File: config.mk
export PLATFORM = sky130hd
export DESIGN_NAME = ita_weight_buffer
export DESIGN_NICKNAME = d
export VERILOG_FILES = /design/src/verilog/ita_package.sv /design/src/verilog/ita_weight_buffer.sv
export SDC_FILE = /design/constraint.sdc
export NUM_CORES = 1
export LEC_CHECK = 0
export BUFFER_PORTS_ARGS = -buffer_cell sky130_fd_sc_hd__buf_2
export CAP_MARGIN = 20
export CORE_UTILIZATION = 50
export DETAILED_ROUTE_END_ITERATION = 6
export PLACE_DENSITY = 0.81
export SLEW_MARGIN = 30
export SYNTH_ARGS = -nofsm -noshare
export SYNTH_HDL_FRONTEND = slang
export SYNTH_SLANG_ARGS = --single-unit
File: constraint.sdc
create_clock -name clk_i -period 7.8 [get_ports clk_i]
set_clock_uncertainty 0.1 [all_clocks]
set_input_delay 0.78 -clock clk_i [delete_from_list [all_inputs] [get_ports clk_i]]
set_output_delay 0.78 -clock clk_i [all_outputs]
set_load 0.02 [all_outputs]
File: src/verilog/ita_package.sv
// ITA shared definitions
// Tile dimensions, element widths, vector types and activation modes

`default_nettype none

package ita_package;

  localparam int unsigned N  = 4;
  localparam int unsigned M  = 4;
  localparam int unsigned WI = 8;

  localparam int unsigned BiasW = 24;
  localparam int unsigned AccW  = 32;

  typedef logic signed [WI-1:0]    elem_t;
  typedef logic signed [BiasW-1:0] bias_elem_t;
  typedef logic signed [AccW-1:0]  acc_elem_t;

  // Row m of a weight tile feeds output lane m
  typedef elem_t      [N-1:0] inp_t;
  typedef inp_t       [M-1:0] weight_t;
  typedef bias_elem_t [M-1:0] bias_t;
  typedef acc_elem_t  [M-1:0] acc_t;
  typedef elem_t      [M-1:0] oup_t;

  typedef logic        [7:0] requant_mult_t;
  typedef logic        [4:0] requant_shift_t;
  typedef logic signed [7:0] requant_add_t;
  typedef logic        [7:0] tile_cnt_t;

  typedef enum logic {
    Identity = 1'b0,
    Relu     = 1'b1
  } activation_e;

endpackage

`default_nettype wire

File: src/verilog/ita_weight_buffer.sv
// ITA weight buffer
// Two-entry ring so the next weight tile loads while the current one is used

`default_nettype none

module ita_weight_buffer
  import ita_package::*;
(
  input  logic    clk_i,
  input  logic    rst_ni,
  input  logic    inp_weight_valid_i,
  output logic    inp_weight_ready_o,
  input  weight_t inp_weight_i,
  input  logic    pop_i,
  output logic    weight_valid_o,
  output weight_t weight_o
);

  weight_t    mem_q [2];
  logic       wr_ptr_q;
  logic       rd_ptr_q;
  logic [1:0] count_q;
  logic       push;

  assign inp_weight_ready_o = (count_q != 2'd2);
  assign push               = inp_weight_valid_i && inp_weight_ready_o;
  assign weight_valid_o     = (count_q != 2'd0);
  assign weight_o           = mem_q[rd_ptr_q];

  always_ff @(posedge clk_i) begin
    if (push) begin
      mem_q[wr_ptr_q] <= inp_weight_i;
    end
  end

  always_ff @(posedge clk_i or negedge rst_ni) begin
    if (!rst_ni) begin
      wr_ptr_q <= 1'b0;
      rd_ptr_q <= 1'b0;
      count_q  <= 2'd0;
    end else begin
      if (push) begin
        wr_ptr_q <= ~wr_ptr_q;
      end
      if (pop_i) begin
        rd_ptr_q <= ~rd_ptr_q;
      end
      count_q <= count_q + {1'b0, push} - {1'b0, pop_i};
    end
  end

  a_no_pop_empty : assert property (
    @(posedge clk_i) disable iff (!rst_ni) pop_i |-> weight_valid_o
  );

endmodule

`default_nettype wire

==> results.md <==
- Combinational Power Share: 0.308
- Int Pwr: 3.18 mW
- Post-synthesis compound-gate area fraction: 0.00158
- 1st-pass router iterations: 4
- Mean post-synth cell area: 22.8 µm²
- Post-Synth Simple-Gate Area: 0.00356
- Slew Limit Fails: 0
- Worst setup EP type: primary output
- Final worst path period need: 3.82 ns
- Max-cap violation count: 0
- Slowest CP cell: dfrtp_4
- Fin. Hold Viols: 0
- WL final: 17.4 mm
- TritonCTS clock tree: done
- Number of global-route vias before repair: slightly above 5000
- H-tree levels: 1
- Wire per inst: 18.4 µm
- Via count: 4811
- Post-DP HPWL: 11.4 mm
- Die Width: 140 µm
- Hold WC Path Type: in2reg
- Diodes inserted: 0
- Yosys Warn Count: 0
- First-pass GRT wire length: around 27 mm
- Clock power frac: 0.253
- Area of the multi-input gates: 1550 µm²
- Die Footprint: 19500 µm²
- RSZ-0062 raised after global routing: no
- Fmax: ~0.26 GHz
- CTS max path bufs: 3
- Total GRT Usage: 0.177
- Slew HR: 0.391
- Post-route ant nets: 0
- Required time worst endpoint: 6.92 ns
- Setup bufs post-CTS: 0
- Net count, final: 828
- P_sw: 1.48 mW
- Seq/Total Area, Yosys: 0.822
- Syn_nets: 548
- Vias per cell: ~5
- Arrival time at the worst endpoint: 2.94 ns
- Pwr/cell area: 395 nW/µm²
- Clock Sinks: 260
- Setup Total Neg Slack: 0 ns
- Sequential cell area: ~7800 µm²
- CTS-repair resized insts: 0
- Die span in y: roughly 140 µm
- Area share of fa/ha/maj cells after synthesis: 0.00132
- Slew of the pin with the lowest slew margin: 0.913 ns
- Syn Inst Count: 415
- #FFs+latches synth: 260
- Distinct cells, synth: 16
- I/O pins: 262
- Root buf cell: clkbuf_16
- Switching power share of the total: 0.318
- Crit path kind: reg2out
- CP bufs+invs: 2
- Status: finished, final reports clean
- Post-route cell area: 11800 µm²
- Crit-path cells: buf_4 > mux2_2 > buf_2
- Family with the most delay on the worst path: flip-flops
- Initial Util: 0.519
- Post-synthesis xor/xnor area fraction: 0.00370
- Cell Area, Placed: between 10000 and 15000 µm²
- Clock latency on the worst-skew pair: 0.51 ns
- IO Port Bufs: 261
- Slowest stage delay, CP: 0.96 ns
- Final Wtd Congestion: around 0.74
- DRC Markers: 0
- Endpoints failing setup: 0
- Leak: 4.44 nW
- GRT overflow: 0
- Largest net degree at the start of global routing: 69
- Std-Cell Rows: 49
- Mapped cell area: 9480 µm²
- Largest family of logic cells by synthesized area: multiplexers
- CTS Buf Count: 26
- Worst setup SP type: flop
- Cts hold-fix bufs: 1
- Reg clk slew, reported paths: 0.06 ns
- Sequential share of power: 0.439
- Initial antenna violation count: 1
- Initial drt markers: 224
- Layout cell share with drive strength beyond 1: 0.613
- Final worst path period share: 0.489
- Max VDD drop: 0.265 mV
- Multiplexer share of the synthesized area: 0.152
- Fillcell total: 1276
- Core ar.: 18300 µm²
- Area Overhead vs Synth: 24.6%
- Crit-path max FO: 67
power groups by stage:
stage               Combinational [mW]  Clock [mW]  Sequential [mW]
floorplan                         1.10           0             2.04
global placement                  1.42           0             2.06
detailed placement                1.45           0             2.08
CTS                               1.46        1.21             2.05
global route                      1.53        1.27             2.08
finish                            1.44        1.18             2.04
cell families after synthesis:
group | Yosys count
flops | 260
mux | 128
buf+inv | 14
simple gates | 6
xor+xnor | 4
compound gates | 2
fa+ha+maj | 1
sequential cells by signal, indices dropped and copies added, names as in the netlist:
| signal | flops |
|---|---|
| rd_ptr_q | 1 |
| count_q | 2 |
| wr_ptr_q | 1 |
| mem_q | 256 |
placed cells by master, fill, tap and decap left out, types with 3 or more instances in the layout:
| cell type | count |
|---|---|
| edfxtp_1 | 256 |
| clkinv_1 | 4 |
| clkinv_2 | 7 |
| clkbuf_1 | 4 |
| xnor2_1 | 3 |
| clkbuf_8 | 4 |
| buf_2 | 261 |
| mux2_2 | 128 |
| dfrtp_1 | 3 |
| buf_4 | 4 |
| clkbuf_16 | 27 |
metal layers:
layer / GRT usage / share of wire / vias up
met5: 0 / 0 / -
met4: 0.0526 / 0.022 / 0
met3: 0.0582 / 0.090 / 34
met2: 0.311 / 0.50 / 202
met1: 0.208 / 0.39 / 2345
li1: - / - / 2230
stage by stage:
stage                     worst slack (ns)  hold WS [ns]  power (mW)  instances  utilization
after floorplan                      0.872         0.361        3.14        415            -
after global placement                4.54         0.418        3.48        895        0.600
after detailed placement              4.46         0.442        3.53        895        0.600
after CTS                             3.92         0.332        4.72        944        0.646
after global routing                  3.79         0.327        4.87        944        0.646
final                                 3.98         0.355        4.66        944        0.646
Yosys cell counts (all sizes together):
master,count,area [µm²]
a21bo,1,10.0
nand2,1,3.75
mux2,128,1440
buf,14,151
nor3b,1,7.51
and3,1,6.26
nand2b,1,6.26
xor2,1,8.76
edfxtp,256,7690
ha,1,12.5
dfrtp,4,100
nor2,1,3.75
xnor2,3,26.3
or2,1,6.26
a21oi,1,5.00
area by class of cell:
class                      count  share of cell area
clock buffer                  35              0.0631
timing repair buffer         266               0.114
clock inverter                13             0.00752
tap                          229              0.0243
sequential                   260               0.660
multi-input combinational    141               0.131
path summary, 6_finish.rpt:
path | from | end | slack, ns | depth (start not counted)
worst max-delay path | rd_ptr_q$_DFFE_PN0P_ | weight_o[89] | 3.98 | 3
worst min-delay path | inp_weight_i[116] | mem_q[0][116]$_DFFE_PP_ | 0.35 | 1
worst max register to register | count_q[0]$_DFF_PN0_ | mem_q[0][126]$_DFFE_PP_ | 4.94 | 5
worst min register to register | count_q[0]$_DFF_PN0_ | count_q[0]$_DFF_PN0_ | 0.45 | 1
max in group asynchronous | rst_ni | rd_ptr_q$_DFFE_PN0P_ | 6.94 | 2
min in group asynchronous | rst_ni | rd_ptr_q$_DFFE_PN0P_ | 0.53 | 2
No activity file was read; power rests on OpenSTA's default activity.
