==> src/verilog/ita_package.sv <==
// ITA shared definitions
// Tile dimensions, element widths, vector types and activation modes

`default_nettype none

package ita_package;

  localparam int unsigned N  = 4;
  localparam int unsigned M  = 4;
  localparam int unsigned WI = 8;

  localparam int unsigned BiasW = 24;
  localparam int unsigned AccW  = 32;

  typedef logic signed [WI-1:0]    elem_t;
  typedef logic signed [BiasW-1:0] bias_elem_t;
  typedef logic signed [AccW-1:0]  acc_elem_t;

  // Row m of a weight tile feeds output lane m
  typedef elem_t      [N-1:0] inp_t;
  typedef inp_t       [M-1:0] weight_t;
  typedef bias_elem_t [M-1:0] bias_t;
  typedef acc_elem_t  [M-1:0] acc_t;
  typedef elem_t      [M-1:0] oup_t;

  typedef logic        [7:0] requant_mult_t;
  typedef logic        [4:0] requant_shift_t;
  typedef logic signed [7:0] requant_add_t;
  typedef logic        [7:0] tile_cnt_t;

  typedef enum logic {
    Identity = 1'b0,
    Relu     = 1'b1
  } activation_e;

endpackage

`default_nettype wire

==> src/verilog/ita_requantizer.sv <==
// ITA requantizer
// Scales, shifts, offsets and clips the M sums to 8 bits, then applies ReLU

`default_nettype none

module ita_requantizer
  import ita_package::*;
(
  input  logic           clk_i,
  input  logic           rst_ni,
  input  logic           acc_valid_i,
  input  acc_t           acc_i,
  input  requant_mult_t  mult_i,
  input  requant_shift_t shift_i,
  input  requant_add_t   add_i,
  input  activation_e    activation_i,
  output logic           push_o,
  output oup_t           oup_o
);

  localparam int unsigned ProdW = AccW + 9;

  logic signed [ProdW-1:0] prod    [M];
  logic signed [ProdW-1:0] shifted [M];
  logic signed [ProdW:0]   summed  [M];
  oup_t                    result;
  oup_t                    oup_q;

  always_comb begin
    for (int m = 0; m < M; m++) begin
      // Multiplier is unsigned, so widen it with a zero sign bit
      prod[m]    = $signed(acc_i[m]) * $signed({1'b0, mult_i});
      shifted[m] = prod[m] >>> shift_i;
      summed[m]  = shifted[m] + add_i;
      if (summed[m] > 127) begin
        result[m] = 8'sd127;
      end else if (summed[m] < -128) begin
        result[m] = -8'sd128;
      end else begin
        result[m] = summed[m][WI-1:0];
      end
      if (activation_i == Relu && result[m] < 0) begin
        result[m] = '0;
      end
    end
  end

  always_ff @(posedge clk_i) begin
    if (acc_valid_i) begin
      oup_q <= result;
    end
  end

  always_ff @(posedge clk_i or negedge rst_ni) begin
    if (!rst_ni) begin
      push_o <= 1'b0;
    end else begin
      push_o <= acc_valid_i;
    end
  end

  assign oup_o = oup_q;

endmodule

`default_nettype wire

==> config.mk <==
export PLATFORM = sky130hd
export DESIGN_NAME = ita_requantizer
export DESIGN_NICKNAME = d
export VERILOG_FILES = /design/src/verilog/ita_package.sv /design/src/verilog/ita_requantizer.sv
export SDC_FILE = /design/constraint.sdc
export NUM_CORES = 2
export LEC_CHECK = 0
export BUFFER_PORTS_ARGS = -buffer_cell sky130_fd_sc_hd__buf_2
export CORE_MARGIN = 2
export CORE_UTILIZATION = 45
export CTS_CLUSTER_DIAMETER = 150
export DETAILED_ROUTE_END_ITERATION = 8
export PLACE_DENSITY = 0.73
export SYNTH_ARGS = -nofsm -noshare
export SYNTH_HDL_FRONTEND = slang
export SYNTH_SLANG_ARGS = --single-unit
==> constraint.sdc <==
create_clock -name clk_i -period 0.8 [get_ports clk_i]
set_clock_uncertainty 0.2 [all_clocks]
set_input_delay 0 -clock clk_i [delete_from_list [all_inputs] [get_ports clk_i]]
set_output_delay 0 -clock clk_i [all_outputs]
set_load 0.03 [all_outputs]
==> summary.md <==
Global routing used 33.0% of the available tracks. In this run the clock root is driven by a sky130_fd_sc_hd__clkbuf_16. The logs give -0.185 ns for the final hold slack and 234 mm for the wire length reported by the detailed router. The tools report the maximum number of pins on one net before global-route repair as 53. Once the floorplan was initialized, standard cells occupied 45.5% of the core. The number of buffers inserted for hold repair after clock tree synthesis is 1, and the slew at the pin closest to its max-slew limit is 0.868 ns. The worst setup path is launched from a primary input. Setup violations remaining at the end of the flow were counted as 65. Once layout is complete, the utilization of the core stands at 65.0%. Share of the clock period used by the worst path after layout: 1140%. The number of vias after detailed routing was 66000; the half-perimeter wire length after placement was 187 mm. The number of global-route vias before repair was 67000. The number of nets in the synthesized netlist is 9102. The die is 366 um tall.

The max-slew violation total from the final report came out at 0. The largest driver fanout on the critical path works out to 9. Leaving out fill and tap cells, the most frequent cells in the layout are 2125 x sky130_fd_sc_hd__buf_4, 1038 x sky130_fd_sc_hd__inv_1, 845 x sky130_fd_sc_hd__nand2_1, 775 x sky130_fd_sc_hd__fa_1, 628 x sky130_fd_sc_hd__and2_1. The synthesized design contains 32 enable-type register cells. The tools report the critical path capture point type as a flip-flop. Sequential cells were found to cover 1.67% of the synthesized design area. Mean number of vias per cell: 5.78.

The tools report the worst setup slack after layout as -8.32 ns. The final layout contains 11100 nets. The relative area change from synthesis to final layout works out to 42.9%. No sink is reached through more buffers than the 2 on the longest clock path.

The floorplan has 132 rows. The count of clock tree sinks is 33, and the number of distinct library cells after synthesis is 108. The width of the die was 366 um; the number of buffers inserted by port buffering was 185. 186 I/O pins were placed. The time the worst path needs with I/O delays and setup is 9.12 ns, and the post-synthesis cell area is 0.0591 mm^2. The first global-routing pass estimated 361 mm of wire. The average routed wire per standard cell is 20.5 um, and the post-route antenna net violation count is 0. The most used cell along the critical path is sky130_fd_sc_hd__fa_1.

The most instantiated flip-flop cell in the synthesis netlist was sky130_fd_sc_hd__edfxtp_1. The initial antenna violation count is 15. The library cell used most frequently in the layout, excluding fill and tap cells, is sky130_fd_sc_hd__buf_4. Counting the buffers created by CTS gives 5. The tools report the top achievable clock speed as 0.110 GHz.

The pre-antenna-repair detailed-routing pass consisted of 6 iterations. The run gives 34 as the number of hold violations in the final report. On the worst path, the slowest cell contributes a delay of 0.53 ns. The proportion of synthesized flip-flops having asynchronous set or reset was 3.03%.

The die covers 0.134 mm^2. The run gives 9.07 ns as the data arrival at the endpoint of the critical path. The library cell contributing the largest single delay on the critical path is sky130_fd_sc_hd__or4b_4. Setup repair after global routing could not meet its margin everywhere.

At the end of routability-driven placement, the weighted congestion stood at 1.02. In the routed design, unresolved DRC markers number 0. The critical path in this run is classified as primary input to flip-flop. The final reports fail on negative hold slack, negative setup slack. The cell count after synthesis came out at 7657.

In this run the worst hold path is classified as primary input to async pin. The per-instance average area after synthesis was 7.71 um^2. During synthesis, Yosys emitted a total of 0 warnings. The H-tree generated during clock tree synthesis spans 2 levels. Across the run, the number of max-cap violations was 0. In this run, the number of DRC markers left after iteration 0 of detailed routing was 5361. Synthesis inferred 33 register bits.

The flow ran to the end, but the final reports show violations. The region available for standard cell placement spans 0.130 mm^2. The run gives 42.0% as the headroom to the max-slew limit. Clock-pin slew was measured on the worst setup and hold paths at 0.06 ns. The post-route netlist has 34.6% of its cells at a drive strength greater than 1.

The total congestion overflow after global routing is 0. The data required time of the critical path was 0.74 ns. TritonCTS built the clock tree.
-- stage by stage --
stage               cells  instance area, um^2  setup WS [ns]  hold slack (ns)  TNS [ns]
global route        11400                84400          -8.66           -0.174   -279.72
floorplan            7657                61200          -7.92           -0.496   -239.87
global placement    11200                78100          -9.07           -0.424   -281.47
CTS                 11300                81400          -8.26           -0.202   -267.53
finish              11400                84400          -8.32           -0.185   -269.26
detailed placement  11200                78100          -9.19           -0.425   -286.17
-- layout make-up --
cell class,count,area (um^2)
Multi-Input combinational cell,6173,57900
Antenna cell,9,22.5
Fill cell,10500,45400
Clock inverter,1,7.51
Tap cell,1742,2180
Clock buffer,7,143
Sequential cell,33,986
Inverter,1054,3980
Timing Repair Buffer,2401,19200
-- critical path: cells and delay by family --
| kind | cells | cell delay, ns |
|---|---|---|
| AO/OA/AOI/OAI | 11 | 2.70 |
| XOR/XNOR | 2 | 0.50 |
| adder cells (fa/ha/maj) | 6 | 2.53 |
| buffers and inverters | 7 | 0.89 |
| multiplexers | 1 | 0.35 |
| AND/OR/NAND/NOR | 9 | 2.10 |
-- synthesized netlist by cell type (117+ instances only) --
master	instances	area, um^2
sky130_fd_sc_hd__a21oi_1	475	2380
sky130_fd_sc_hd__ha_1	496	6210
sky130_fd_sc_hd__a211oi_1	124	931
sky130_fd_sc_hd__xnor2_1	144	1260
sky130_fd_sc_hd__o21ai_0	315	1580
sky130_fd_sc_hd__a21o_1	150	1130
sky130_fd_sc_hd__fa_1	796	15900
sky130_fd_sc_hd__clkbuf_1	357	1340
sky130_fd_sc_hd__mux2i_1	149	1490
sky130_fd_sc_hd__and2_1	649	4060
sky130_fd_sc_hd__inv_1	1046	3930
sky130_fd_sc_hd__nand2_1	877	3290
sky130_fd_sc_hd__xor2_1	117	1020
sky130_fd_sc_hd__nor2_1	395	1480
-- logic make-up after synthesis --
logic type	Yosys count	synth area share (%)
flip-flops	33	1.67
buffers and inverters	1451	9.33
adder cells (fa/ha/maj)	1292	37.5
multiplexers	277	5.86
XOR/XNOR	261	3.87
AO/OA/AOI/OAI	1826	20.6
AND/OR/NAND/NOR	2517	21.2
-- worst paths after layout --
check	start	depth (start not counted)	endpoint
worst max-delay path	mult_i[1]	36	oup_o[29]
worst min-delay path	rst_ni	2	push_o
max in group asynchronous	rst_ni	2	push_o
min in group clk_i	acc_valid_i	2	push_o
-- state kept, by name, summed over array words and instances (netlist names) --
signal / count
oup_o: 32
push_o: 1
-- routing by layer --
layer | GRT usage, % | routed length, um | vias to the layer above
li1 | - | - | 30100
met1 | 43.5 | 96200 | 32400
met2 | 55.7 | 111000 | 2848
met3 | 3.47 | 16600 | 563
met4 | 12.2 | 10800 | 4
met5 | 0 | 20 | -
-- timing repair --
item	4_1_cts	5_1_grt
pin swaps	177	253
endpoints found under the hold margin	33	23
resized for setup	427	419
setup endpoints to repair	65	65
cloned	10	15
setup buffers	86	73
Power is left out: the tool's default activity adds up to more than one toggle a clock period on the data nets, which glitch-free logic cannot reach.
