$ cat config.mk
export PLATFORM = sky130hd
export DESIGN_NAME = ita_controller_flat
export DESIGN_NICKNAME = d
export VERILOG_FILES = /design/src/verilog/ita_package.sv /design/src/verilog/ita_calc_if.sv /design/src/verilog/ita_controller.sv /design/src/flat_wrapper.sv
export SDC_FILE = /design/constraint.sdc
export NUM_CORES = 1
export LEC_CHECK = 0
export BUFFER_PORTS_ARGS = -buffer_cell sky130_fd_sc_hd__buf_4
export CAP_MARGIN = 10
export CORE_AREA = 2 2 125 127
export CTS_CLUSTER_SIZE = 28
export DETAILED_ROUTE_END_ITERATION = 6
export DIE_AREA = 0 0 127 129
export PLACE_DENSITY = 0.61
export SLEW_MARGIN = 20
export SYNTH_ARGS = -nofsm -noshare
export SYNTH_HDL_FRONTEND = slang
export SYNTH_SLANG_ARGS = --single-unit
$ cat constraint.sdc
create_clock -name clk_i -period 4.8 [get_ports clk_i]
set_input_delay 0.96 -clock clk_i [delete_from_list [all_inputs] [get_ports clk_i]]
set_output_delay 0.96 -clock clk_i [all_outputs]
set_load 0.05 [all_outputs]
$ cat src/verilog/ita_package.sv
// ITA shared definitions
// Tile dimensions, element widths, vector types and activation modes

`default_nettype none

package ita_package;

  localparam int unsigned N  = 4;
  localparam int unsigned M  = 4;
  localparam int unsigned WI = 8;

  localparam int unsigned BiasW = 24;
  localparam int unsigned AccW  = 32;

  typedef logic signed [WI-1:0]    elem_t;
  typedef logic signed [BiasW-1:0] bias_elem_t;
  typedef logic signed [AccW-1:0]  acc_elem_t;

  // Row m of a weight tile feeds output lane m
  typedef elem_t      [N-1:0] inp_t;
  typedef inp_t       [M-1:0] weight_t;
  typedef bias_elem_t [M-1:0] bias_t;
  typedef acc_elem_t  [M-1:0] acc_t;
  typedef elem_t      [M-1:0] oup_t;

  typedef logic        [7:0] requant_mult_t;
  typedef logic        [4:0] requant_shift_t;
  typedef logic signed [7:0] requant_add_t;
  typedef logic        [7:0] tile_cnt_t;

  typedef enum logic {
    Identity = 1'b0,
    Relu     = 1'b1
  } activation_e;

endpackage

`default_nettype wire

$ cat src/verilog/ita_calc_if.sv
// ITA calc bundle
// Per-beat strobes and operands from the controller to the datapath

`default_nettype none

interface ita_calc_if
  import ita_package::*;
();

  logic  calc_en;
  logic  first_tile;
  logic  last_tile;
  inp_t  inp;
  bias_t bias;

  modport ctrl (
    output calc_en, first_tile, last_tile, inp, bias
  );

  modport dp (
    input calc_en, first_tile, last_tile, inp, bias
  );

endinterface

`default_nettype wire

$ cat src/verilog/ita_controller.sv
// ITA controller
// Latches the job configuration, fires calc beats over the inner tiles
// and reserves output FIFO slots for results in flight

`default_nettype none

module ita_controller
  import ita_package::*;
#(
  parameter int unsigned FifoDepth = 4
) (
  input  logic                               clk_i,
  input  logic                               rst_ni,
  input  tile_cnt_t                          inner_tiles_i,
  input  requant_mult_t                      requant_mult_i,
  input  requant_shift_t                     requant_shift_i,
  input  requant_add_t                       requant_add_i,
  input  activation_e                        activation_i,
  input  logic                               inp_valid_i,
  output logic                               inp_ready_o,
  input  inp_t                               inp_i,
  input  logic                               inp_bias_valid_i,
  output logic                               inp_bias_ready_o,
  input  bias_t                              inp_bias_i,
  input  logic                               weight_valid_i,
  output logic                               weight_pop_o,
  input  logic                               push_i,
  input  logic [$clog2(FifoDepth + 1)-1:0]   fifo_usage_i,
  output requant_mult_t                      requant_mult_o,
  output requant_shift_t                     requant_shift_o,
  output requant_add_t                       requant_add_o,
  output activation_e                        activation_o,
  output logic                               busy_o,
  ita_calc_if.ctrl                           calc_o
);

  localparam int unsigned UsageW = $clog2(FifoDepth + 1);

  tile_cnt_t         tile_cnt_q;
  tile_cnt_t         tiles_q;
  tile_cnt_t         tiles;
  logic [UsageW-1:0] in_flight_q;
  logic              first_tile;
  logic              last_tile;
  logic              slot_free;
  logic              fire;

  // Tile count comes straight from the port until the first beat latches it
  assign first_tile = (tile_cnt_q == '0);
  assign tiles      = first_tile ? inner_tiles_i : tiles_q;
  assign last_tile  = (tile_cnt_q == tile_cnt_t'(tiles - 8'd1));

  assign slot_free = (int'(in_flight_q) + int'(fifo_usage_i)) < FifoDepth;

  assign fire = inp_valid_i && weight_valid_i &&
                (!first_tile || inp_bias_valid_i) &&
                (!last_tile || slot_free);

  assign inp_ready_o      = fire;
  assign inp_bias_ready_o = fire && first_tile;
  assign weight_pop_o     = fire;

  assign calc_o.calc_en    = fire;
  assign calc_o.first_tile = first_tile;
  assign calc_o.last_tile  = last_tile;
  assign calc_o.inp        = inp_i;
  assign calc_o.bias       = inp_bias_i;

  assign busy_o = (tile_cnt_q != '0) || (in_flight_q != '0) || (fifo_usage_i != '0);

  always_ff @(posedge clk_i or negedge rst_ni) begin
    if (!rst_ni) begin
      tile_cnt_q      <= '0;
      tiles_q         <= '0;
      requant_mult_o  <= '0;
      requant_shift_o <= '0;
      requant_add_o   <= '0;
      activation_o    <= Identity;
    end else if (fire) begin
      tile_cnt_q <= last_tile ? '0 : tile_cnt_q + 8'd1;
      if (first_tile) begin
        tiles_q         <= inner_tiles_i;
        requant_mult_o  <= requant_mult_i;
        requant_shift_o <= requant_shift_i;
        requant_add_o   <= requant_add_i;
        activation_o    <= activation_i;
      end
    end
  end

  // Results between the last beat and the FIFO push
  always_ff @(posedge clk_i or negedge rst_ni) begin
    if (!rst_ni) begin
      in_flight_q <= '0;
    end else begin
      case ({fire && last_tile, push_i})
        2'b10:   in_flight_q <= in_flight_q + 1'b1;
        2'b01:   in_flight_q <= in_flight_q - 1'b1;
        default: in_flight_q <= in_flight_q;
      endcase
    end
  end

  a_slots_reserved : assert property (
    @(posedge clk_i) disable iff (!rst_ni)
    (int'(in_flight_q) + int'(fifo_usage_i)) <= FifoDepth
  );

endmodule

`default_nettype wire

$ cat src/flat_wrapper.sv
// flat-port wrapper written by rule: the top's interface ports become plain ports
module ita_controller_flat import ita_package::*;
#(
  parameter int unsigned FifoDepth = 4
)
  (clk_i, rst_ni, inner_tiles_i, requant_mult_i, requant_shift_i, requant_add_i, activation_i, inp_valid_i, inp_ready_o, inp_i, inp_bias_valid_i, inp_bias_ready_o, inp_bias_i, weight_valid_i, weight_pop_o, push_i, fifo_usage_i, requant_mult_o, requant_shift_o, requant_add_o, activation_o, busy_o, calc_o_calc_en, calc_o_first_tile, calc_o_last_tile, calc_o_inp, calc_o_bias);
  ita_calc_if calc_o_i ();
  input  logic clk_i;
  input  logic rst_ni;
  input  tile_cnt_t inner_tiles_i;
  input  requant_mult_t requant_mult_i;
  input  requant_shift_t requant_shift_i;
  input  requant_add_t requant_add_i;
  input  activation_e activation_i;
  input  logic inp_valid_i;
  output logic inp_ready_o;
  input  inp_t inp_i;
  input  logic inp_bias_valid_i;
  output logic inp_bias_ready_o;
  input  bias_t inp_bias_i;
  input  logic weight_valid_i;
  output logic weight_pop_o;
  input  logic push_i;
  input  logic [$clog2(FifoDepth + 1)-1:0] fifo_usage_i;
  output requant_mult_t requant_mult_o;
  output requant_shift_t requant_shift_o;
  output requant_add_t requant_add_o;
  output activation_e activation_o;
  output logic busy_o;
  output wire logic [$bits(calc_o_i.calc_en)-1:0] calc_o_calc_en;
  output wire logic [$bits(calc_o_i.first_tile)-1:0] calc_o_first_tile;
  output wire logic [$bits(calc_o_i.last_tile)-1:0] calc_o_last_tile;
  output wire logic [$bits(calc_o_i.inp)-1:0] calc_o_inp;
  output wire logic [$bits(calc_o_i.bias)-1:0] calc_o_bias;
  assign calc_o_calc_en = calc_o_i.calc_en;
  assign calc_o_first_tile = calc_o_i.first_tile;
  assign calc_o_last_tile = calc_o_i.last_tile;
  assign calc_o_inp = calc_o_i.inp;
  assign calc_o_bias = calc_o_i.bias;
  ita_controller #(.FifoDepth(FifoDepth)) u_core (.clk_i(clk_i), .rst_ni(rst_ni), .inner_tiles_i(inner_tiles_i), .requant_mult_i(requant_mult_i), .requant_shift_i(requant_shift_i), .requant_add_i(requant_add_i), .activation_i(activation_i), .inp_valid_i(inp_valid_i), .inp_ready_o(inp_ready_o), .inp_i(inp_i), .inp_bias_valid_i(inp_bias_valid_i), .inp_bias_ready_o(inp_bias_ready_o), .inp_bias_i(inp_bias_i), .weight_valid_i(weight_valid_i), .weight_pop_o(weight_pop_o), .push_i(push_i), .fifo_usage_i(fifo_usage_i), .requant_mult_o(requant_mult_o), .requant_shift_o(requant_shift_o), .requant_add_o(requant_add_o), .activation_o(activation_o), .busy_o(busy_o), .calc_o(calc_o_i));
endmodule
==> flow_metrics.env <==
export IMPL_port_buffer_count=67
export IMPL_die_area_um2=16380
export IMPL_startpoint_type="flop"
export IMPL_ys_warn_count=0
export IMPL_multiInputGateArea_um2=1429
export IMPL_dp_slack_ns=-0.01814
export IMPL_drc=0
export IMPL_clock_path_buffers=2
export IMPL_hp_start="u_core.requant_shift_o[3]"
export IMPL_maxCapViolCount=0
export IMPL_finalCritPeriodShare_pct=96.73
export IMPL_netSwitchingFraction_pct=33.56
export IMPL_routed_via_density=4.622
export IMPL_min_to="u_core.requant_shift_o[3]"
export IMPL_arrival_ns=3.68
export IMPL_synthCells=350
export IMPL_cts_root_buf="clkbuf_16"
export IMPL_vdd_ir_drop_worst_mv=0.1840
export IMPL_htree_num_levels=2
export IMPL_dp_cells=476
export IMPL_firstDrtPassIters=4
export IMPL_cp_cell_sequence="inv_2 -> ha_1 -> or4b_4 -> o21ai_2 -> and2_4 -> ha_2 -> nor3b_4 -> xor2_1 -> mux2i_1 -> xnor2_1 -> or4_4 -> nor2_4 -> a211oi_2 -> buf_6"
export IMPL_cp_top_family="simple AND/OR/NAND/NOR gates"
export IMPL_die_x_um=127
export IMPL_status="finished clean"
export IMPL_ys_types=51
export IMPL_synthArstFlopShare_pct=100.0
export IMPL_internal_power_uw=834.6
export IMPL_cts_sinks=41
export IMPL_synth_seq_cells=41
export IMPL_finalHoldViolations=0
export IMPL_fin_nets=480
export IMPL_r2r_start="u_core.tile_cnt_q[0]"
export IMPL_max_stage_delay_ns=0.56
export IMPL_worstPathRequired_ns=3.84
export IMPL_layout_setup_ws_ns=0.1569
export IMPL_drt_total_wl_mm=8.212
export IMPL_pwr_density_cell_nw_per_um2=352.6
export IMPL_cp_slowest_cell="or4_4"
export IMPL_vias=2288
export IMPL_cts_hold_buf=0
export IMPL_grt_start_max_net_pins=42
export IMPL_grt_remaining_overflow=0
export IMPL_drive_gt1_share_pct=45.93
export IMPL_routabilityCongestion=0.8286
export IMPL_post_layout_nonfiller_instances=495
export IMPL_pwr_share_clk_pct=32.0
export IMPL_grt_pass1_vias=2371
export IMPL_fillers=1610
export IMPL_initial_utilization_pct=23.19
export IMPL_drtIter0Drc=64
export IMPL_skew_ns=0.005584
export IMPL_grt_first_pass_wirelength_mm=12.50
export IMPL_crit_type="reg2out"
export IMPL_area_growth_pct=2.558
export IMPL_slew_limit_headroom_pct=42.15
export IMPL_numCtsBuffers=5
export IMPL_max_freq_ghz=0.2154
export IMPL_tightest_slew_ns=0.8640
export IMPL_slew_violations=0
export IMPL_leakage_nw=1.633
export IMPL_ys_flop_type="dfrtp_1"
export IMPL_combPwrFrac_pct=31.9
export IMPL_core_area_um2=14980
export IMPL_ff2ff_path_depth=18
export IMPL_synth_edf_count=0
export IMPL_crit_fanout=5
export IMPL_dieHeight_um=129
export IMPL_post_dp_hpwl_mm=6.115
export IMPL_postSynthAreaPerCell_um2=9.924
export IMPL_grt_antenna_before_repair=0
export IMPL_postRouteAntennaNets=0
export IMPL_seqCellArea_um2=1026
export IMPL_min_period_ns=4.643
export IMPL_holdCritPathClass="reg2reg"
export IMPL_holdPathStages=1
export IMPL_cts_tree="done"
export IMPL_setup_viol=0
export IMPL_seq_area_frac_synth_pct=29.54
export IMPL_synth_cell_area_um2=3473
export IMPL_synth_nets=524
export IMPL_clk_pin_slew_ns=0.06
export IMPL_ioPinCount=324
export IMPL_power_net_switching_uw=421.5
export IMPL_r2r_end="u_core.in_flight_q[1]"
export IMPL_clkLatencyLatePin_ns=0.28
export IMPL_diodes=0
export IMPL_wl_per_cell_um=16.59
export IMPL_cp_end_kind="primary output"
export IMPL_pwr_share_seq_pct=36.1
export IMPL_path_buf_inv=2
export IMPL_grt_usage_pct=9.690
export IMPL_rrSetupSlack_ns=0.53
export IMPL_rows=45
cells in the mapped netlist (5+ instances only):
library cell,number,area share [%]
inv_1,10,1.1
nand2_1,12,1.3
dfrtp_1,41,30
nor3_1,7,1.0
mux2i_1,8,2.3
buf_4,131,28
a21oi_1,10,1.4
mux2_4,20,8.6
ha_1,6,2.2
nand3_1,8,1.2
xor2_1,7,1.8
mux2_2,9,2.9
o21ai_0,9,1.3
nor2_1,5,0.54
area by class of cell:
class / count / share of cell area [%]
sequential: 41 / 28.80
tap: 188 / 6.603
clock buffer: 7 / 4.004
timing repair buffer: 86 / 18.58
clock inverter: 1 / 0.8430
multi-input combinational: 162 / 40.11
inverter: 10 / 1.054
logic make-up (layout without fill, tap and decap cells):
group	Yosys count	after routing	synth area share [%]
AO/OA/AOI/OAI	43	43	8.393
XOR/XNOR	10	10	2.522
adder cells (fa/ha/maj)	7	7	2.738
buffers and inverters	147	104	30.94
flip-flops	41	41	29.54
multiplexers	37	37	13.87
AND/OR/NAND/NOR	65	65	12.00
metal layers:
layer | track usage (%) | vias up | wire [um]
met5 | 0 | - | 0
met4 | 7.498 | 0 | 533
met3 | 3.285 | 77 | 937
met2 | 15.59 | 163 | 3716
met1 | 10.57 | 1066 | 3024
li1 | - | 982 | -
cell usage in the layout, fill, tap and decap left out, types with 5 or more instances in the layout:
cell	instances
mux2_2	9
nand3_1	8
ha_1	5
clkbuf_16	5
xor2_1	7
a21oi_1	9
buf_4	84
nor3_1	7
mux2_4	20
o21ai_0	9
nand2_1	12
mux2i_1	8
inv_1	8
dfrtp_1	41
metrics by stage:
stage	power [mW]	TNS (ns)	hold WS, ns	util [%]	cell area (um2)
after floorplan	0.9955	0	0.4672	-	3497
after global placement	0.8174	0	0.4806	21.84	3271
after detailed placement	0.8396	-0.01814	0.4981	21.84	3271
after CTS	1.264	0	0.5114	23.36	3498
after global routing	1.333	-0.001253	0.5279	23.78	3562
final	1.256	0	0.5093	23.78	3562
state kept, by name, indices dropped and copies added (netlist names):
signal and count:
u_core.activation_o 1, u_core.in_flight_q 3, u_core.requant_add_o 8, u_core.requant_mult_o 8, u_core.requant_shift_o 5, u_core.tile_cnt_q 8
u_core.tiles_q 8
power by group through the flow:
stage          Sequential, mW  Combinational (mW)  Clock (mW)
3_3_place_gp            0.458               0.360           0
6_report                0.454               0.401       0.401
3_5_place_dp            0.461               0.378           0
5_1_grt                 0.459               0.441       0.432
4_1_cts                 0.451               0.396       0.418
2_1_floorplan           0.465               0.530           0
worst max path at each step:
stage | slack (ns) | endpoint | cells past startpoint | from
2_1_floorplan | 0.01 | inp_bias_ready_o | 16 | u_core.tile_cnt_q[0]
3_3_place_gp | 0.18 | inp_bias_ready_o | 14 | u_core.tile_cnt_q[0]
3_5_place_dp | -0.02 | inp_bias_ready_o | 14 | u_core.tile_cnt_q[0]
4_1_cts | 0.002 | inp_bias_ready_o | 14 | u_core.tile_cnt_q[0]
5_1_grt | -0.001 | inp_bias_ready_o | 15 | u_core.tile_cnt_q[0]
6_report | 0.16 | inp_bias_ready_o | 14 | u_core.tile_cnt_q[0]
repair_timing:
item	4_1_cts	5_1_grt
endpoints found under the setup margin	5	5
endpoints found under the hold margin	0	0
gates resized for setup	7	4
pin swaps	2	6
setup buffers	4	7
Power figures use the tool's default switching activity.
