`src/verilog/ita_package.sv`:
```
// ITA shared definitions
// Tile dimensions, element widths, vector types and activation modes

`default_nettype none

package ita_package;

  localparam int unsigned N  = 4;
  localparam int unsigned M  = 4;
  localparam int unsigned WI = 8;

  localparam int unsigned BiasW = 24;
  localparam int unsigned AccW  = 32;

  typedef logic signed [WI-1:0]    elem_t;
  typedef logic signed [BiasW-1:0] bias_elem_t;
  typedef logic signed [AccW-1:0]  acc_elem_t;

  // Row m of a weight tile feeds output lane m
  typedef elem_t      [N-1:0] inp_t;
  typedef inp_t       [M-1:0] weight_t;
  typedef bias_elem_t [M-1:0] bias_t;
  typedef acc_elem_t  [M-1:0] acc_t;
  typedef elem_t      [M-1:0] oup_t;

  typedef logic        [7:0] requant_mult_t;
  typedef logic        [4:0] requant_shift_t;
  typedef logic signed [7:0] requant_add_t;
  typedef logic        [7:0] tile_cnt_t;

  typedef enum logic {
    Identity = 1'b0,
    Relu     = 1'b1
  } activation_e;

endpackage

`default_nettype wire

```
`src/verilog/ita_output_fifo.sv`:
```
// ITA output FIFO
// Queue of finished output vectors with a valid/ready read side

`default_nettype none

module ita_output_fifo
  import ita_package::*;
#(
  parameter int unsigned FifoDepth = 4
) (
  input  logic                             clk_i,
  input  logic                             rst_ni,
  input  logic                             push_i,
  input  oup_t                             data_i,
  input  logic                             ready_i,
  output logic                             valid_o,
  output oup_t                             data_o,
  output logic [$clog2(FifoDepth + 1)-1:0] usage_o
);

  localparam int unsigned PtrW   = $clog2(FifoDepth);
  localparam int unsigned UsageW = $clog2(FifoDepth + 1);

  oup_t              mem_q [FifoDepth];
  logic [PtrW-1:0]   wr_ptr_q;
  logic [PtrW-1:0]   rd_ptr_q;
  logic [UsageW-1:0] usage_q;
  logic              pop;

  assign valid_o = (usage_q != '0);
  assign pop     = valid_o && ready_i;
  assign data_o  = mem_q[rd_ptr_q];
  assign usage_o = usage_q;

  always_ff @(posedge clk_i) begin
    if (push_i) begin
      mem_q[wr_ptr_q] <= data_i;
    end
  end

  always_ff @(posedge clk_i or negedge rst_ni) begin
    if (!rst_ni) begin
      wr_ptr_q <= '0;
      rd_ptr_q <= '0;
      usage_q  <= '0;
    end else begin
      // Pointers wrap at the depth, which need not be a power of two
      if (push_i) begin
        wr_ptr_q <= (wr_ptr_q == PtrW'(FifoDepth - 1)) ? '0 : wr_ptr_q + 1'b1;
      end
      if (pop) begin
        rd_ptr_q <= (rd_ptr_q == PtrW'(FifoDepth - 1)) ? '0 : rd_ptr_q + 1'b1;
      end
      usage_q <= usage_q + UsageW'(push_i) - UsageW'(pop);
    end
  end

  a_no_push_full : assert property (
    @(posedge clk_i) disable iff (!rst_ni) push_i |-> (usage_q != UsageW'(FifoDepth))
  );

endmodule

`default_nettype wire

```
`config.mk`:
```
export PLATFORM = sky130hd
export DESIGN_NAME = ita_output_fifo
export DESIGN_NICKNAME = d
export VERILOG_FILES = /design/src/verilog/ita_package.sv /design/src/verilog/ita_output_fifo.sv
export SDC_FILE = /design/constraint.sdc
export NUM_CORES = 1
export LEC_CHECK = 0
export BUFFER_PORTS_ARGS = -buffer_cell sky130_fd_sc_hd__buf_2
export CORE_ASPECT_RATIO = 2
export CORE_MARGIN = 5
export CORE_UTILIZATION = 35
export CTS_BUF_LIST = sky130_fd_sc_hd__clkbuf_8
export DETAILED_ROUTE_END_ITERATION = 16
export PLACE_DENSITY = 0.59
export SYNTH_ARGS = -nofsm -noshare
export SYNTH_HDL_FRONTEND = slang
export SYNTH_SLANG_ARGS = --single-unit
```
`constraint.sdc`:
```
create_clock -name clk_i -period 2.5 [get_ports clk_i]
set_input_delay 0.75 -clock clk_i [delete_from_list [all_inputs] [get_ports clk_i]]
set_output_delay 0.75 -clock clk_i [all_outputs]
set_load 0.05 [all_outputs]
```
==> flow_summary_export.csv, run 1 <==
group,metric,value,unit
synth,syn-num-nets,249,
setup_path,r2r_cells,9,
sta,period_minus_slack,2550,ps
setup_path,critPathRequiredTime,1750,ps
clock_network,numCtsBuffers,17,
synth,ys_warn_count,0,
global_route,gr-total-overflow,0,
detailed_routing,vias_per_cell,4.62,
detailed_routing,ant_nets,0,
detailed_routing,num_vias,2353,
detailed_routing,wire_per_inst,18.3,um
synth,avgSynthCellArea,24.8,sq um
setup_path,worst-path-max-fanout,7,
setup_path,path_class,"flip-flop to output port",
floorplanning,coreArea,14400,sq um
power,power.total,8.49,mW
clock_network,clockBufferDepth,2,
sta,setup_tns,-563,ps
setup_path,end_kind,"output port",
global_route,grt_start_max_net_pins,21,
floorplanning,die-area,17200,sq um
clock_network,h-tree-depth,4,
synth,synthArstFlopShare,5.19,%
detailed_routing,met2_wirelength,5410,um
synth,synth.top_cell.area_share,75.6,%
cells_and_area,nets,348,
synth,synth-seq-cells,135,
cells_and_area,antennaDiodeCount,0,
detailed_routing,dr_wl_met3,312,um
floorplanning,die_y,180,um
place,portBuffers,71,
cells_and_area,areaGrowthSynthToFinish,25.0,%
floorplanning,row_count,62,
sta,min_period_over_period,102,%
power,peakVddDrop,0.000758,V
detailed_routing,wl,9320,um
sta,hold_viol,0,
clock_network,cts_tree,"built",
sta,max_freq,392,MHz
clock_network,clk_latency,410,ps
synth,synth-seq-area-share,79.1,%
clock_network,clkTransAtPathRegs,70,ps
cells_and_area,drive_above_1_share,48.9,%
global_route,grt_pass1_wl,15000,um
sta,finClkSkew,4.90,ps
detailed_routing,maxUsedRoutingLayer,"met4",
detailed_routing,first_pass_iters,4,
sta,final_max_slew_viol_count,0,
status,status,"finished, violations left",
synth,synth_edf_count,128,
setup_path,timing.critical_path.from,"rd_ptr_q[0]",
power,p_per_area,1340,nW/um^2
floorplanning,io_pins,72,
place,place_congestion,0.646,
sta,worst_pin_slew,440,ps
setup_path,worst_setup_path_start_kind,"flip-flop",
synth,yosysMostFrequentCell,"edfxtp_1",
detailed_routing,initialDrtViolationCount,166,
setup_path,reg2reg_slack,240,ps
detailed_routing,wl_met1,3440,um
synth,syn_inst,205,
global_route,grtUsageTotal,12.0,%
synth,syn_area,5080,sq um
place,dp.cells,472,
floorplanning,die_w,95.2,um
power,p_leak,2.24,nW
place,dpl.hpwl,6020,um
cells_and_area,stdcell_count,509,
synth,yosys.area.top_type,"edfxtp_1",
clock_network,cts.sinks,135,
sta,relSlewSlack,70.4,%
clock_network,cts-root-buf,"clkbuf_8",
cells_and_area,register_area,4020,sq um
synth,synth_area_leaders,"edfxtp_1 76%, mux4_2 12%, dfrtp_1 3.4%",
setup_path,r2r_end,"usage_o[2]",
global_route,grt_antenna_before_repair,0,
cells_and_area,multi_input_area,950,sq um
sta,rsz0062_at_grt,"yes",
cells_and_area,fin_area,6350,sq um
setup_path,arrival,1800,ps
sta,setup-violations-final,22,
worst_hold_path,hold_class,"input pin to async pin",
synth,synth_ff_type,"edfxtp_1",
synth,synth.distinct_cells,20,
setup_path,r2r-start,"usage_o[1]",
cells_and_area,fill_cells,1241,
global_route,grt_pass1_vias,2649,
sta,layout_setup_ws,-50.7,ps
floorplanning,initial_core_util,35.4,%
synth,synthTopCellsByCount,"128 x edfxtp_1, 28 x mux4_2, 7 x dfrtp_1, 7 x ha_1, 7 x inv_1",
run,cap_violations,0,
status,violations,"negative setup slack",
detailed_routing,drc,0,
place,post_dp_cell_area,5710,sq um
==> where the power goes <==
part	total, mW	switching, mW	internal (mW)
clock	1.67	0.806	0.868
sequential	3.03	0.122	2.91
combinational	3.78	2.27	1.51
total	8.49	3.20	5.29
==> worst max path at each step <==
stage / endpoint / cells after the start
6_report: data_o[27] / 4
5_1_grt: data_o[27] / 4
4_1_cts: data_o[8] / 4
3_5_place_dp: usage_o[2] / 10
3_3_place_gp: usage_o[2] / 10
2_1_floorplan: usage_o[2] / 9
==> registers in the layout, indices dropped and copies added, names as in the netlist <==
signal    cells
usage_o       3
wr_ptr_q      2
mem_q       128
rd_ptr_q      2
==> cell usage in the layout, fill, tap and decap left out, drive strengths merged <==
master,synthesis,routed
edfxtp,128,128
buf,7,88
mux4,32,32
clkbuf,1,17
inv,7,8
clkinv,0,8
ha,7,7
dfrtp,7,7
and2,4,4
clkinvlp,0,4
xnor2,2,2
o21ai,2,2
mux2,2,2
bufinv,0,2
o31ai,1,1
or3,1,1
or3b,1,1
nor2,1,1
nand2,1,1
fa,1,1
==> layout make-up <==
type,instances,area share (%)
well taps,192,3.78
flip-flops and latches,135,63.3
clock inverters,15,2.19
inverters,7,0.414
multi-input cells,55,14.9
clock buffers,17,3.68
repair buffers,88,11.7
==> per-stage QoR <==
step,util (%),hold WS [ps],setup slack [ps]
floorplan,-,454,122
global placement,39.8,503,197
detailed placement,39.8,537,133
CTS,44.2,129,-95.7
global route,44.3,120,-132
finish,44.3,150,-50.7
==> logic make-up after synthesis <==
group | after synthesis | synth area share [%]
compound gates | 3 | 0.345
xor+xnor | 2 | 0.345
fa+ha+maj | 8 | 2.12
buf+inv | 15 | 2.29
flops | 135 | 79.1
mux | 34 | 14.9
simple gates | 8 | 0.935
==> layer usage <==
metal	vias to the layer above	track usage, %
li1	1055	-
met1	1238	13.0
met2	48	21.4
met3	12	3.34
met4	0	4.68
met5	-	0
==> worst max-delay path, cell delays in order (launching register included) <==
cell and delay (ps):
dfrtp_2 420, buf_12 150, buf_12 130, mux4_2 510, buf_6 170
==> repair_timing <==
action,in CTS,in global routing
buffers inserted,4,1
setup endpoints to repair,32,32
hold buffers,0,0
endpoints found under the hold margin,0,0
resized for setup,64,0
Power figures use the tool's default switching activity.
==> inputs of run 2 (changes only) <==
- REMOVE_ABC_BUFFERS: default -> 1
==> flow_summary_export.csv, run 2 (synthesized netlist as in run 1, its figures left out) <==
group,metric,value,unit
status,status,"finished, violations left",
status,violations,"negative setup slack",
cells_and_area,areaGrowthSynthToFinish,26.6,%
cells_and_area,final_util,44.8,%
clock_network,clockBufferDepth,2,
detailed_routing,num_vias,2320,
floorplanning,io_pins,72,
setup_path,r2r_end,"usage_o[2]",
setup_path,arrival,1800,ps
sta,period_minus_slack,2550,ps
setup_path,r2r_cells,9,
power,swShare,37.1,%
cells_and_area,antennaDiodeCount,0,
setup_path,path_class,"flip-flop to output port",
clock_network,numCtsBuffers,17,
power,p_leak,2.28,nW
place,portBuffers,71,
cells_and_area,top_register,"mem_q",
sta,setup-violations-final,25,
power,internal-power,5.49,mW
power,peakVddDrop,0.000740,V
power,power_frac_seq,34.8,%
floorplanning,die-area,17200,sq um
setup_path,crit_slowest_cell,"mux4_2",
clock_network,cts_hold_buf,0,
sta,setup_tns,-723,ps
clock_network,cts.sinks,135,
setup_path,worst_path_largest_cell_delay,540,ps
clock_network,clk_latency,420,ps
sta,layout_setup_ws,-52.4,ps
setup_path,crit_cells,4,
cells_and_area,stdcell_count,510,
sta,final_max_slew_viol_count,0,
global_route,grt_pass1_vias,2666,
global_route,grt_antenna_before_repair,2,
power,clkPwrFrac,20.3,%
sta,finClkSkew,8.06,ps
detailed_routing,first_pass_iters,4,
place,dpl.hpwl,5940,um
sta,worst_pin_slew,404,ps
floorplanning,die_w,95.2,um
global_route,gr-total-overflow,0,
setup_path,critPathRequiredTime,1750,ps
floorplanning,coreArea,14400,sq um
setup_path,worst_setup_path_start_kind,"flip-flop",
sta,rsz0062_at_grt,"yes",
detailed_routing,wire_per_inst,18.6,um
sta,relSlewSlack,73.1,%
sta,max_freq,392,MHz
detailed_routing,vias_per_cell,4.55,
clock_network,cts_tree,"built",
floorplanning,row_count,62,
cells_and_area,drive_above_1_share,50.3,%
place,post_dp_cell_area,5730,sq um
global_route,grtUsageTotal,11.8,%
setup_path,worstPathCellList,"buf_4 > buf_12 > mux4_2 > buf_6",
setup_path,cp_num_buf_inv,3,
detailed_routing,drc,0,
global_route,grt_start_max_net_pins,21,
clock_network,clkTransAtPathRegs,70,ps
place,place_congestion,0.690,
cells_and_area,nets,349,
cells_and_area,final_common_cell,"edfxtp_1",
setup_path,r2r-start,"usage_o[1]",
floorplanning,initial_core_util,35.4,%
place,dp.cells,471,
power,p_switching,3.23,mW
clock_network,cts-root-buf,"clkbuf_8",
cells_and_area,layout_common_cells,"128 x edfxtp_1, 39 x buf_2, 32 x mux4_2, 31 x buf_6, 17 x clkbuf_8",
detailed_routing,initialDrtViolationCount,95,
setup_path,end_kind,"output port",
setup_path,reg2reg_slack,300,ps
detailed_routing,ant_nets,0,
clock_network,h-tree-depth,4,
power,p_per_area,1350,nW/um^2
setup_path,critical_path.top_delay_family,"multiplexers",
detailed_routing,wl,9480,um
worst_hold_path,hold_class,"input pin to async pin",
run,cap_violations,0,
power,power.total,8.72,mW
cells_and_area,largest_reg_flops,128,
cells_and_area,fin_area,6430,sq um
sta,hold_viol,0,
setup_path,worst-path-max-fanout,6,
floorplanning,die_y,180,um
global_route,grt_pass1_wl,14500,um
sta,min_period_over_period,102,%
power,pwr-share-comb,45.0,%
[run 2: changes by cell type in the layout (fill, tap and decap cells not counted), moves of 2 or more]
cell / delta
buf_4: -3
buf_8: +2
clkbuf_16: +2
clkinvlp_4: -2
mux4_1: -3
mux4_2: +3
[run 2: worst max path at each step]
| stage | to | slack [ps] | start |
|---|---|---|---|
| global route | data_o[25] | -120 | rd_ptr_q[0] |
| CTS | data_o[19] | -140 | rd_ptr_q[0] |
| finish | data_o[5] | -50 | rd_ptr_q[0] |
| floorplan | data_o[0] | -580 | rd_ptr_q[0] |
| detailed placement | usage_o[2] | 80 | ready_i |
| global placement | usage_o[2] | 200 | ready_i |
[run 2: metrics by stage]
stage	hold WS (ps)	setup slack, ps
floorplan	454	-583
global placement	497	202
detailed placement	511	85.0
CTS	119	-142
global route	120	-124
finish	146	-52.4
[run 2: per-layer routing]
metal	part of all wire [%]	global-route usage, %	vias up
li1	-	-	1057
met3	3.9	3.64	13
met2	57	20.8	51
met4	1.8	5.38	4
met1	37	12.5	1195
met5	0.22	0	-
[run 2: layout make-up]
class                           count  area (sq um)
Multi-Input combinational cell     55           943
Clock inverter                     15           163
Sequential cell                   135          4020
Fill cell                        1267          7920
Inverter                            7          26.3
Clock buffer                       17           234
Tap cell                          192           240
Timing Repair Buffer               89           807
[run 2: power groups by stage]
stage / Clock (mW) / Sequential [mW] / Combinational, mW
2_1_floorplan: 0 / 3.31 / 2.16
3_3_place_gp: 0 / 3.06 / 3.25
3_5_place_dp: 0 / 3.09 / 3.27
4_1_cts: 1.82 / 3.04 / 3.84
5_1_grt: 1.93 / 3.07 / 4.14
6_report: 1.77 / 3.03 / 3.92
[run 2: timing repair]
item / 4_1_cts / 5_1_grt
resized for setup: 69 / 4
buffers inserted: 1 / 3
endpoints found under the setup margin: 32 / 33
cloned: 1 / 2
==> inputs of run 3 (changes only) <==
- CORE_MARGIN: 5 -> 2
- CTS_CLUSTER_SIZE: default -> 16
==> flow_summary_export.csv, run 3 (synthesized netlist as in run 1, its figures left out) <==
group,metric,value,unit
status,status,"finished, violations left",
status,violations,"negative setup slack",
sta,finClkSkew,8.83,ps
place,post_dp_cell_area,5740,sq um
clock_network,h-tree-depth,4,
global_route,grtUsageTotal,13.2,%
sta,holdWs,140,ps
cells_and_area,top_register,"mem_q",
detailed_routing,wl,9320,um
detailed_routing,vias_per_cell,4.58,
sta,period_minus_slack,2570,ps
sta,final_max_slew_viol_count,0,
global_route,grt_antenna_before_repair,1,
setup_path,worst-path-max-fanout,6,
floorplanning,initial_core_util,35.6,%
clock_network,clkTransAtPathRegs,80,ps
power,peakVddDrop,0.000891,V
floorplanning,row_count,62,
setup_path,arrival,1820,ps
cells_and_area,fin_area,6500,sq um
detailed_routing,initialDrtViolationCount,120,
clock_network,cts-root-buf,"clkbuf_8",
sta,layout_setup_ws,-67.9,ps
run,cap_violations,0,
global_route,gr-total-overflow,0,
cells_and_area,final_common_cell,"edfxtp_1",
cells_and_area,layout_common_cells,"128 x edfxtp_1, 39 x buf_2, 32 x mux4_2, 30 x buf_6, 17 x clkbuf_8",
sta,worst_pin_slew,420,ps
setup_path,end_kind,"output port",
cells_and_area,drive_above_1_share,50.2,%
sta,max_freq,389,MHz
setup_path,critPathRequiredTime,1750,ps
clock_network,cts.sinks,135,
place,portBuffers,71,
detailed_routing,drc,0,
detailed_routing,ant_nets,0,
setup_path,path_class,"flip-flop to output port",
sta,hold_viol,0,
floorplanning,io_pins,72,
power,p_per_area,1370,nW/um^2
setup_path,worst_setup_path_start_kind,"flip-flop",
global_route,grt_pass1_wl,14300,um
cells_and_area,areaGrowthSynthToFinish,27.9,%
cells_and_area,antennaDiodeCount,0,
global_route,grt_start_max_net_pins,33,
power,p_leak,2.28,nW
place,place_congestion,0.698,
sta,setup-violations-final,32,
place,dpl.hpwl,5830,um
cells_and_area,nets,346,
detailed_routing,first_pass_iters,4,
clock_network,clk_latency,430,ps
cells_and_area,fill_cells,1260,
floorplanning,die_y,174,um
worst_hold_path,hold_class,"input pin to async pin",
detailed_routing,num_vias,2320,
sta,relSlewSlack,71.7,%
floorplanning,die_w,89.2,um
global_route,grt_pass1_vias,2631,
clock_network,numCtsBuffers,17,
floorplanning,coreArea,14300,sq um
cells_and_area,largest_reg_flops,128,
sta,rsz0062_at_grt,"yes",
clock_network,clockBufferDepth,2,
clock_network,cts_tree,"built",
floorplanning,die-area,15600,sq um
sta,min_period_over_period,103,%
detailed_routing,wire_per_inst,18.4,um
-- run 3: cell count changes in the layout (fill, tap and decap cells not counted), moves of 2 or more --
cell / previous run / this run
buf_12: 4 / 8
clkbuf_16: 2 / 0
buf_16: 1 / 4
clkinv_4: 2 / 4
clkinv_2: 4 / 2
buf_4: 10 / 2
-- run 3: layout make-up --
type                       count  area [sq um]  area share, %
sequential                   135          4020           61.8
multi-input combinational     55           938           14.4
timing repair buffer          86           863           13.3
tap                          192           240           3.69
clock buffer                  17           234           3.60
clock inverter                15           179           2.75
inverter                       7          26.3          0.404
-- run 3: path summary, 6_finish.rpt --
path	from	end	slack [ps]	cells past startpoint
min	rst_ni	rd_ptr_q[1]	140	1
max	rd_ptr_q[0]	data_o[9]	-70	4
max in group asynchronous	rst_ni	rd_ptr_q[0]	2190	1
max reg2reg	usage_o[1]	usage_o[2]	240	9
min in group clk_i	data_i[0]	mem_q[0][0]	530	1
min reg2reg	usage_o[2]	usage_o[2]	530	1
-- run 3: critical path: stages, from the launching register on --
cell and delay (ps):
dfrtp_2 390, buf_12 140, buf_12 130, mux4_2 540, buf_6 180
-- run 3: repair_timing --
item / in CTS / in global routing
gates resized for setup: 76 / 0
gates cloned: 4 / 0
endpoints found under the setup margin: 32 / 32
hold buffers: 0 / 0
setup buffers: 5 / 0
-- run 3: per-layer routing --
metal  track usage, %  vias to the layer above  share of wire (%)
li1                 -                     1050                  -
met1             13.7                     1204                 36
met2             23.3                       50                 58
met3             4.37                       16                4.0
met4             6.09                        0                2.4
met5                0                        -                  0
-- run 3: report_power, final --
part / total [mW] / internal, mW / switching [mW]
combinational: 4.04 / 1.71 / 2.33
sequential: 3.04 / 2.91 / 0.127
clock: 1.83 / 0.989 / 0.843
total: 8.91 / 5.61 / 3.30
-- run 3: stage by stage --
step	total power, mW	utilization, %	setup WS [ps]	instances	TNS, ps
detailed placement	6.36	40.2	147	467	0
global route	9.30	45.6	-126	507	-3210
floorplan	5.47	-	-583	197	-14700
finish	8.91	45.6	-67.9	507	-1150
global placement	6.32	40.2	178	467	0
CTS	9.06	45.6	-98.2	507	-2340
